`config.mk`:
```
export PLATFORM = sky130hd
export DESIGN_NAME = axi_write_xbar
export DESIGN_NICKNAME = d
export VERILOG_FILES = /design/src/axi_pkg.sv /design/src/addr_map_pkg.sv /design/src/wr_arbiter_fsm.sv /design/src/burst_beat_counter.sv /design/src/aw_router.sv /design/src/w_router.sv /design/src/b_router.sv /design/src/axi_write_xbar.sv
export SDC_FILE = /design/constraint.sdc
export NUM_CORES = 1
export LEC_CHECK = 0
export BUFFER_PORTS_ARGS = -buffer_cell sky130_fd_sc_hd__buf_2
export CAP_MARGIN = 20
export CORE_AREA = 2 2 198 200
export DETAILED_ROUTE_END_ITERATION = 6
export DIE_AREA = 0 0 200 202
export GPL_TIMING_DRIVEN = 0
export PLACE_DENSITY_LB_ADDON = 0.3
export SETUP_SLACK_MARGIN = 0.2
export SLEW_MARGIN = 40
export SYNTH_ARGS = -nofsm -noshare
export SYNTH_HDL_FRONTEND = slang
export SYNTH_SLANG_ARGS = --single-unit
```
`constraint.sdc`:
```
create_clock -name clk -period 3.3 [get_ports clk]
set_clock_uncertainty 0.05 [all_clocks]
set_input_delay 0.165 -clock clk [delete_from_list [all_inputs] [get_ports clk]]
set_output_delay 0.165 -clock clk [all_outputs]
set_load 0.02 [all_outputs]
```
`src/axi_pkg.sv`:
```
package axi_pkg;

  // Bus widths
  parameter int AXI_ADDR_BITS = 32;
  parameter int AXI_DATA_BITS = 32;
  parameter int AXI_STRB_BITS = AXI_DATA_BITS / 8;

  // AWLEN holds beats minus one
  typedef logic [7:0] axi_len_t;

  typedef logic [1:0] axi_resp_t;

  parameter axi_resp_t RESP_OKAY   = 2'b00;
  parameter axi_resp_t RESP_DECERR = 2'b11;

  // One write transaction at a time, address through response
  typedef enum logic [1:0] {
    ST_IDLE,
    ST_ADDR,
    ST_DATA,
    ST_RESP
  } wr_state_t;

endpackage

```
`src/addr_map_pkg.sv`:
```
package addr_map_pkg;

  // Top nibble picks the subordinate
  parameter int REGION_BITS = 4;
  parameter int OFFSET_BITS = 28;

  typedef struct packed {
    logic [REGION_BITS-1:0] region;
    logic [OFFSET_BITS-1:0] offset;
  } addr_fields_t;

  // Same address word, flat or split
  typedef union packed {
    logic [REGION_BITS+OFFSET_BITS-1:0] flat;
    addr_fields_t                       fields;
  } addr_word_u;

endpackage

```
`src/wr_arbiter_fsm.sv`:
```
`timescale 1ns/1ps

module wr_arbiter_fsm
  import axi_pkg::*;
(
  input  logic      clk,
  input  logic      rstn,
  input  logic      m0_awvalid,
  input  logic      m1_awvalid,
  input  logic      aw_fire,
  input  logic      w_fire,
  input  logic      last_beat,
  input  logic      b_fire,
  output wr_state_t state,
  output logic      grant
);

  wr_state_t state_next;
  logic      grant_next;

  always_ff @(posedge clk, negedge rstn) begin
    if (!rstn) begin
      state <= ST_IDLE;
      // Starts as if m1 won last, so m0 takes the first tie
      grant <= 1'b1;
    end else begin
      state <= state_next;
      grant <= grant_next;
    end
  end

  // Grant only moves when leaving idle
  always_comb begin
    grant_next = grant;
    if (state == ST_IDLE) begin
      unique case ({m1_awvalid, m0_awvalid})
        2'b01:   grant_next = 1'b0;
        2'b10:   grant_next = 1'b1;
        2'b11:   grant_next = ~grant;
        default: grant_next = grant;
      endcase
    end
  end

  always_comb begin
    state_next = state;
    unique case (state)
      ST_IDLE: begin
        if (m0_awvalid || m1_awvalid) begin
          state_next = ST_ADDR;
        end
      end
      ST_ADDR: begin
        if (aw_fire) begin
          state_next = ST_DATA;
        end
      end
      ST_DATA: begin
        // Beat count ends the burst, not WLAST
        if (w_fire && last_beat) begin
          state_next = ST_RESP;
        end
      end
      ST_RESP: begin
        if (b_fire) begin
          state_next = ST_IDLE;
        end
      end
      default: state_next = ST_IDLE;
    endcase
  end

endmodule

```
`src/burst_beat_counter.sv`:
```
`timescale 1ns/1ps

module burst_beat_counter
  import axi_pkg::*;
(
  input  logic     clk,
  input  logic     rstn,
  input  logic     aw_fire,
  input  axi_len_t awlen,
  input  logic     w_fire,
  output logic     last_beat
);

  // Beats still to come after the current one
  axi_len_t remaining;

  always_ff @(posedge clk, negedge rstn) begin
    if (!rstn) begin
      remaining <= '0;
    end else if (aw_fire) begin
      remaining <= awlen;
    end else if (w_fire && (remaining != '0)) begin
      remaining <= remaining - 1'b1;
    end
  end

  assign last_beat = (remaining == '0);

endmodule

```
`src/aw_router.sv`:
```
`timescale 1ns/1ps

module aw_router
  import axi_pkg::*;
  import addr_map_pkg::*;
#(
  parameter int NUM_SLAVES = 4
) (
  input  logic                                     clk,
  input  logic                                     rstn,
  input  wr_state_t                                state,
  input  logic                                     grant,
  input  logic [AXI_ADDR_BITS-1:0]                 m0_awaddr,
  input  axi_len_t                                 m0_awlen,
  input  logic                                     m0_awvalid,
  output logic                                     m0_awready,
  input  logic [AXI_ADDR_BITS-1:0]                 m1_awaddr,
  input  axi_len_t                                 m1_awlen,
  input  logic                                     m1_awvalid,
  output logic                                     m1_awready,
  output logic [NUM_SLAVES-1:0][AXI_ADDR_BITS-1:0] s_awaddr,
  output axi_len_t [NUM_SLAVES-1:0]                s_awlen,
  output logic [NUM_SLAVES-1:0]                    s_awvalid,
  input  logic [NUM_SLAVES-1:0]                    s_awready,
  output logic [REGION_BITS-1:0]                   sel,
  output logic                                     unmapped,
  output logic                                     aw_fire,
  output axi_len_t                                 awlen
);

  addr_word_u aw_word;
  logic       aw_valid;
  logic       aw_ready;
  logic       hit;

  assign aw_word.flat = grant ? m1_awaddr : m0_awaddr;
  assign awlen        = grant ? m1_awlen : m0_awlen;
  assign aw_valid     = (state == ST_ADDR) && (grant ? m1_awvalid : m0_awvalid);

  // Region decode, regions past the last subordinate are absorbed here
  always_comb begin
    hit       = 1'b0;
    aw_ready  = 1'b0;
    s_awaddr  = '0;
    s_awlen   = '0;
    s_awvalid = '0;
    for (int i = 0; i < NUM_SLAVES; i++) begin
      if (aw_word.fields.region == REGION_BITS'(i)) begin
        hit          = 1'b1;
        aw_ready     = s_awready[i];
        s_awaddr[i]  = aw_word.flat;
        s_awlen[i]   = awlen;
        s_awvalid[i] = aw_valid;
      end
    end
    if (!hit) begin
      aw_ready = 1'b1;
    end
  end

  assign aw_fire    = aw_valid && aw_ready;
  assign m0_awready = (state == ST_ADDR) && !grant && aw_ready;
  assign m1_awready = (state == ST_ADDR) && grant && aw_ready;

  // Target stays locked through data and response
  always_ff @(posedge clk, negedge rstn) begin
    if (!rstn) begin
      sel      <= '0;
      unmapped <= 1'b0;
    end else if (aw_fire) begin
      sel      <= aw_word.fields.region;
      unmapped <= !hit;
    end
  end

endmodule

```
`src/w_router.sv`:
```
`timescale 1ns/1ps

module w_router
  import axi_pkg::*;
  import addr_map_pkg::*;
#(
  parameter int NUM_SLAVES = 4
) (
  input  wr_state_t                                state,
  input  logic                                     grant,
  input  logic [REGION_BITS-1:0]                   sel,
  input  logic                                     unmapped,
  input  logic [AXI_DATA_BITS-1:0]                 m0_wdata,
  input  logic [AXI_STRB_BITS-1:0]                 m0_wstrb,
  input  logic                                     m0_wlast,
  input  logic                                     m0_wvalid,
  output logic                                     m0_wready,
  input  logic [AXI_DATA_BITS-1:0]                 m1_wdata,
  input  logic [AXI_STRB_BITS-1:0]                 m1_wstrb,
  input  logic                                     m1_wlast,
  input  logic                                     m1_wvalid,
  output logic                                     m1_wready,
  output logic [NUM_SLAVES-1:0][AXI_DATA_BITS-1:0] s_wdata,
  output logic [NUM_SLAVES-1:0][AXI_STRB_BITS-1:0] s_wstrb,
  output logic [NUM_SLAVES-1:0]                    s_wlast,
  output logic [NUM_SLAVES-1:0]                    s_wvalid,
  input  logic [NUM_SLAVES-1:0]                    s_wready,
  output logic                                     w_fire
);

  logic [AXI_DATA_BITS-1:0] wdata;
  logic [AXI_STRB_BITS-1:0] wstrb;
  logic                     wlast;
  logic                     wvalid;
  logic                     wready;

  // Granted manager's beat
  always_comb begin
    if (grant) begin
      wdata = m1_wdata;
      wstrb = m1_wstrb;
      wlast = m1_wlast;
    end else begin
      wdata = m0_wdata;
      wstrb = m0_wstrb;
      wlast = m0_wlast;
    end
  end

  assign wvalid = (state == ST_DATA) && (grant ? m1_wvalid : m0_wvalid);

  // Only the locked subordinate sees the beat
  always_comb begin
    s_wdata  = '0;
    s_wstrb  = '0;
    s_wlast  = '0;
    s_wvalid = '0;
    wready   = 1'b0;
    if (state == ST_DATA) begin
      if (unmapped) begin
        // Sink the burst
        wready = 1'b1;
      end else begin
        for (int i = 0; i < NUM_SLAVES; i++) begin
          if (sel == REGION_BITS'(i)) begin
            s_wdata[i]  = wdata;
            s_wstrb[i]  = wstrb;
            s_wlast[i]  = wlast;
            s_wvalid[i] = wvalid;
            wready      = s_wready[i];
          end
        end
      end
    end
  end

  assign m0_wready = !grant && wready;
  assign m1_wready = grant && wready;
  assign w_fire    = wvalid && wready;

endmodule

```
`src/b_router.sv`:
```
`timescale 1ns/1ps

module b_router
  import axi_pkg::*;
  import addr_map_pkg::*;
#(
  parameter int NUM_SLAVES = 4
) (
  input  logic                       clk,
  input  logic                       rstn,
  input  wr_state_t                  state,
  input  logic                       grant,
  input  logic [REGION_BITS-1:0]     sel,
  input  logic                       unmapped,
  input  axi_resp_t [NUM_SLAVES-1:0] s_bresp,
  input  logic [NUM_SLAVES-1:0]      s_bvalid,
  output logic [NUM_SLAVES-1:0]      s_bready,
  input  logic                       m0_bready,
  input  logic                       m1_bready,
  output axi_resp_t                  m0_bresp,
  output logic                       m0_bvalid,
  output axi_resp_t                  m1_bresp,
  output logic                       m1_bvalid,
  output logic                       b_fire
);

  axi_resp_t bresp;
  logic      bvalid;
  logic      bready;

  assign bready = grant ? m1_bready : m0_bready;

  always_comb begin
    bresp    = RESP_OKAY;
    bvalid   = 1'b0;
    s_bready = '0;
    if (state == ST_RESP) begin
      if (unmapped) begin
        // Local DECERR held until the manager takes it
        bresp  = RESP_DECERR;
        bvalid = 1'b1;
      end else begin
        for (int i = 0; i < NUM_SLAVES; i++) begin
          if (sel == REGION_BITS'(i)) begin
            bresp       = s_bresp[i];
            bvalid      = s_bvalid[i];
            s_bready[i] = bready;
          end
        end
      end
    end
  end

  assign m0_bresp  = bresp;
  assign m1_bresp  = bresp;
  assign m0_bvalid = !grant && bvalid;
  assign m1_bvalid = grant && bvalid;
  assign b_fire    = bvalid && bready;

endmodule

```
`src/axi_write_xbar.sv`:
```
`timescale 1ns/1ps

module axi_write_xbar
  import axi_pkg::*;
  import addr_map_pkg::*;
#(
  parameter int NUM_SLAVES = 4
) (
  input  logic                                     clk,
  input  logic                                     rstn,
  // Manager 0
  input  logic [AXI_ADDR_BITS-1:0]                 m0_awaddr,
  input  axi_len_t                                 m0_awlen,
  input  logic                                     m0_awvalid,
  output logic                                     m0_awready,
  input  logic [AXI_DATA_BITS-1:0]                 m0_wdata,
  input  logic [AXI_STRB_BITS-1:0]                 m0_wstrb,
  input  logic                                     m0_wlast,
  input  logic                                     m0_wvalid,
  output logic                                     m0_wready,
  output axi_resp_t                                m0_bresp,
  output logic                                     m0_bvalid,
  input  logic                                     m0_bready,
  // Manager 1
  input  logic [AXI_ADDR_BITS-1:0]                 m1_awaddr,
  input  axi_len_t                                 m1_awlen,
  input  logic                                     m1_awvalid,
  output logic                                     m1_awready,
  input  logic [AXI_DATA_BITS-1:0]                 m1_wdata,
  input  logic [AXI_STRB_BITS-1:0]                 m1_wstrb,
  input  logic                                     m1_wlast,
  input  logic                                     m1_wvalid,
  output logic                                     m1_wready,
  output axi_resp_t                                m1_bresp,
  output logic                                     m1_bvalid,
  input  logic                                     m1_bready,
  // Subordinates, indexed by region
  output logic [NUM_SLAVES-1:0][AXI_ADDR_BITS-1:0] s_awaddr,
  output axi_len_t [NUM_SLAVES-1:0]                s_awlen,
  output logic [NUM_SLAVES-1:0]                    s_awvalid,
  input  logic [NUM_SLAVES-1:0]                    s_awready,
  output logic [NUM_SLAVES-1:0][AXI_DATA_BITS-1:0] s_wdata,
  output logic [NUM_SLAVES-1:0][AXI_STRB_BITS-1:0] s_wstrb,
  output logic [NUM_SLAVES-1:0]                    s_wlast,
  output logic [NUM_SLAVES-1:0]                    s_wvalid,
  input  logic [NUM_SLAVES-1:0]                    s_wready,
  input  axi_resp_t [NUM_SLAVES-1:0]               s_bresp,
  input  logic [NUM_SLAVES-1:0]                    s_bvalid,
  output logic [NUM_SLAVES-1:0]                    s_bready
);

  wr_state_t              state;
  logic                   grant;
  logic [REGION_BITS-1:0] sel;
  logic                   unmapped;
  logic                   aw_fire;
  logic                   w_fire;
  logic                   b_fire;
  logic                   last_beat;
  axi_len_t               awlen;

  wr_arbiter_fsm i_wr_arbiter_fsm (
    .clk        (clk),
    .rstn       (rstn),
    .m0_awvalid (m0_awvalid),
    .m1_awvalid (m1_awvalid),
    .aw_fire    (aw_fire),
    .w_fire     (w_fire),
    .last_beat  (last_beat),
    .b_fire     (b_fire),
    .state      (state),
    .grant      (grant)
  );

  burst_beat_counter i_burst_beat_counter (
    .clk       (clk),
    .rstn      (rstn),
    .aw_fire   (aw_fire),
    .awlen     (awlen),
    .w_fire    (w_fire),
    .last_beat (last_beat)
  );

  aw_router #(
    .NUM_SLAVES (NUM_SLAVES)
  ) i_aw_router (
    .clk        (clk),
    .rstn       (rstn),
    .state      (state),
    .grant      (grant),
    .m0_awaddr  (m0_awaddr),
    .m0_awlen   (m0_awlen),
    .m0_awvalid (m0_awvalid),
    .m0_awready (m0_awready),
    .m1_awaddr  (m1_awaddr),
    .m1_awlen   (m1_awlen),
    .m1_awvalid (m1_awvalid),
    .m1_awready (m1_awready),
    .s_awaddr   (s_awaddr),
    .s_awlen    (s_awlen),
    .s_awvalid  (s_awvalid),
    .s_awready  (s_awready),
    .sel        (sel),
    .unmapped   (unmapped),
    .aw_fire    (aw_fire),
    .awlen      (awlen)
  );

  w_router #(
    .NUM_SLAVES (NUM_SLAVES)
  ) i_w_router (
    .state     (state),
    .grant     (grant),
    .sel       (sel),
    .unmapped  (unmapped),
    .m0_wdata  (m0_wdata),
    .m0_wstrb  (m0_wstrb),
    .m0_wlast  (m0_wlast),
    .m0_wvalid (m0_wvalid),
    .m0_wready (m0_wready),
    .m1_wdata  (m1_wdata),
    .m1_wstrb  (m1_wstrb),
    .m1_wlast  (m1_wlast),
    .m1_wvalid (m1_wvalid),
    .m1_wready (m1_wready),
    .s_wdata   (s_wdata),
    .s_wstrb   (s_wstrb),
    .s_wlast   (s_wlast),
    .s_wvalid  (s_wvalid),
    .s_wready  (s_wready),
    .w_fire    (w_fire)
  );

  b_router #(
    .NUM_SLAVES (NUM_SLAVES)
  ) i_b_router (
    .clk       (clk),
    .rstn      (rstn),
    .state     (state),
    .grant     (grant),
    .sel       (sel),
    .unmapped  (unmapped),
    .s_bresp   (s_bresp),
    .s_bvalid  (s_bvalid),
    .s_bready  (s_bready),
    .m0_bready (m0_bready),
    .m1_bready (m1_bready),
    .m0_bresp  (m0_bresp),
    .m0_bvalid (m0_bvalid),
    .m1_bresp  (m1_bresp),
    .m1_bvalid (m1_bvalid),
    .b_fire    (b_fire)
  );

endmodule

```
==> metrics.txt <==
outcome=completed; most common cell after layout, fill and taps aside=buf_2; Nets=1322; slew of the pin with the lowest slew margin=798 ps; Pre-Repair DR Iteration Count=6; maximum clock frequency=roughly 340 MHz; Worst-path clk slew=roughly 50 ps; sequential share of the synthesized area=0.108; kind of critical path=register to primary output; RSZ-0062 raised after global routing=true; H-Tree Depth=1; Final Slew Violations=0; hold violation total from the final report=0; layout cell share with drive strength beyond 1=0.529; Post-synth top flop=dfrtp_1; total track usage=0.129; Die X=200 microns; hold path depth=2; # setup viols final=0; Peak VDD IR=between 0.0002 and 0.0003 V; CTS Buf Count=3; Clk Latency, worst-skew pair=around 250 ps; Slowest cell on crit path=dfstp_2; # port buffers=499; Data arrival, critical path=between 2000 and 3000 ps; row count=slightly above 70; final worst path period share=0.899; WL/cell=17.3 microns; register area=roughly 400 sq um; first-pass GRT wire length=between 30000 and 40000 microns; DRT antenna net count=0; Distinct cells, synth=43; Clock Path Buffers=2; Starting Density=0.0969; area of the mapped netlist=roughly 3700 sq um; CTS sink cnt=16; vias in the first global route=between 5000 and 6000; Post-synth EDFFs=0; Critical Path RT=around 3100 ps; total gr overflow=0; Cells after Synth=618; crit-path cells=buf_6 > buf_4 > buf_4 > buf_2 > mux2i_2 > nor2_1 > buf_2; core footprint=roughly 38000 sq um; pwr dens=between 500 and 600 nW/um^2; flops & latches, synth=16; clock root buffer=clkbuf_16; footprint of the multi-input gates=3040 sq um; critical path's largest stage delay=approximately 540 ps; Relative slew margins=0.468; Post-DP HPWL=between 20000 and 25000 microns; Die Y=approximately 200 microns; worst min-delay path category=input pin to register; pin count of the biggest net entering global routing=17; gpl congestion=slightly above 0.8; FFs w/ async S/R, synth=1.00; Period minus WS final=slightly below 3000 ps; Startpoint Class=register; DRC Markers=0; crit end category=primary output; CP max FO=10; Fillers=between 4000 and 5000; placed cells=1646; io pins=512; die area=40400 sq um; initial antenna violation count=4; via density per instance=3.76; Total Wirelength=roughly 29000 microns; yosys warns=0; Area Overhead vs Synth=89.9%; CTS tree=built; Layout Cells excl Fill=1653; Leak=between 4 and 5 nW; commonest non-fill, non-tap cells in the layout=buf_2 (508), nor2_1 (318), nand2_1 (49), mux2i_1 (46), mux2_2 (42); max_cap viols=0; mean post-synth cell area=about 6 sq um; reg2reg path depth=6; vias=slightly above 6000; Tot Pwr=4.16 mW; initial DRC count=243
==> kinds of logic (layout without fill, tap and decap cells) <==
family | Yosys count | after routing | synth area share
compound gates | 20 | 20 | 0.0442
flops | 16 | 16 | 0.108
xor+xnor | 7 | 7 | 0.0165
buf+inv | 72 | 576 | 0.0928
other cells | 1 | 14 | 0.00101
simple gates | 399 | 399 | 0.429
mux | 97 | 97 | 0.288
fa+ha+maj | 6 | 6 | 0.0202
==> synth_stat cells (6+ instances only) <==
cell | n | share of area
nor2_1 | 318 | 0.32
clkbuf_1 | 31 | 0.031
xor2_1 | 6 | 0.014
nand2_1 | 50 | 0.051
o21ai_0 | 7 | 0.0094
ha_1 | 6 | 0.020
buf_4 | 15 | 0.030
dfrtp_1 | 15 | 0.10
buf_2 | 8 | 0.011
buf_1 | 8 | 0.0081
mux2_2 | 42 | 0.13
inv_1 | 9 | 0.0091
mux2i_1 | 50 | 0.13
==> per-layer routing <==
| metal | GRT usage | wire length (microns) | part of all wire |
|---|---|---|---|
| met1 | 0.132 | 10700 | 0.37 |
| met2 | 0.254 | 14800 | 0.52 |
| met3 | 0.0189 | 1970 | 0.069 |
| met4 | 0.0516 | 1190 | 0.041 |
| met5 | 0 | 20 | 0.00070 |
==> layout make-up <==
class                   instances  share of cell area
multi-input cells             541               0.431
plain buffers                  63              0.0474
clock buffers                   4              0.0112
flip-flops and latches         16              0.0570
well taps                     518              0.0920
diodes                          2            0.000710
repair buffers                500               0.356
inverters                       9             0.00480
==> registers in the layout, indices dropped and copies added, names as in the netlist <==
register	count
i_aw_router.sel	4
i_aw_router.unmapped	1
i_burst_beat_counter.remaining	8
i_wr_arbiter_fsm.grant	1
i_wr_arbiter_fsm.state	2
==> report_power, final <==
group / switching (mW) / internal, mW
Combinational: 2.37 / 1.15
Clock: 0.0733 / 0.164
Sequential: 0.0982 / 0.305
Total: 2.54 / 1.62
==> critical path, delay by kind of cell (launching register included) <==
kind	cells	cell delay, ps
buffers and inverters	5	1450
DFF	1	540
muxes	1	400
and+or+nand+nor	1	90
==> through the flow <==
step / setup slack (ps) / utilization / hold WS [ps] / setup TNS (ps) / cell area [sq um]
after CTS: 202 / 0.184 / 107 / 0 / 7030
after global routing: 189 / 0.184 / 104 / 0 / 7040
final: 334 / 0.184 / 97.7 / 0 / 7040
after detailed placement: -93.7 / 0.180 / 59.2 / -1360 / 6900
after global placement: -126 / 0.180 / 55.9 / -2320 / 6900
after floorplan: 1060 / - / -181 / 0 / 3750
==> worst paths after layout <==
check,endpoint,slack (ps),start
min in group asynchronous,i_burst_beat_counter.remaining[0]$_DFFE_PN0P_,320,rstn
hold reg to reg,i_aw_router.sel[2]$_DFFE_PN0P_,520,i_aw_router.sel[2]$_DFFE_PN0P_
max in group asynchronous,i_wr_arbiter_fsm.grant$_DFFE_PN1P_,2550,rstn
setup reg to reg,i_wr_arbiter_fsm.state[1]$_DFFE_PN0P_,770,i_wr_arbiter_fsm.grant$_DFFE_PN1P_
setup / recovery,s_awaddr[122],330,i_wr_arbiter_fsm.grant$_DFFE_PN1P_
hold / removal,i_wr_arbiter_fsm.grant$_DFFE_PN1P_,100,m0_awvalid
==> what timing repair did <==
| action | CTS | global route |
|---|---|---|
| hold buffers | 1 | 0 |
| gates cloned | 0 | 0 |
| gates resized for setup | 15 | 7 |
| endpoints found under the setup margin | 138 | 58 |
| setup buffers | 0 | 0 |
| endpoints found under the hold margin | 15 | 0 |
| pin swaps | 0 | 1 |
Note: power is estimated with default switching activity, not from simulation.
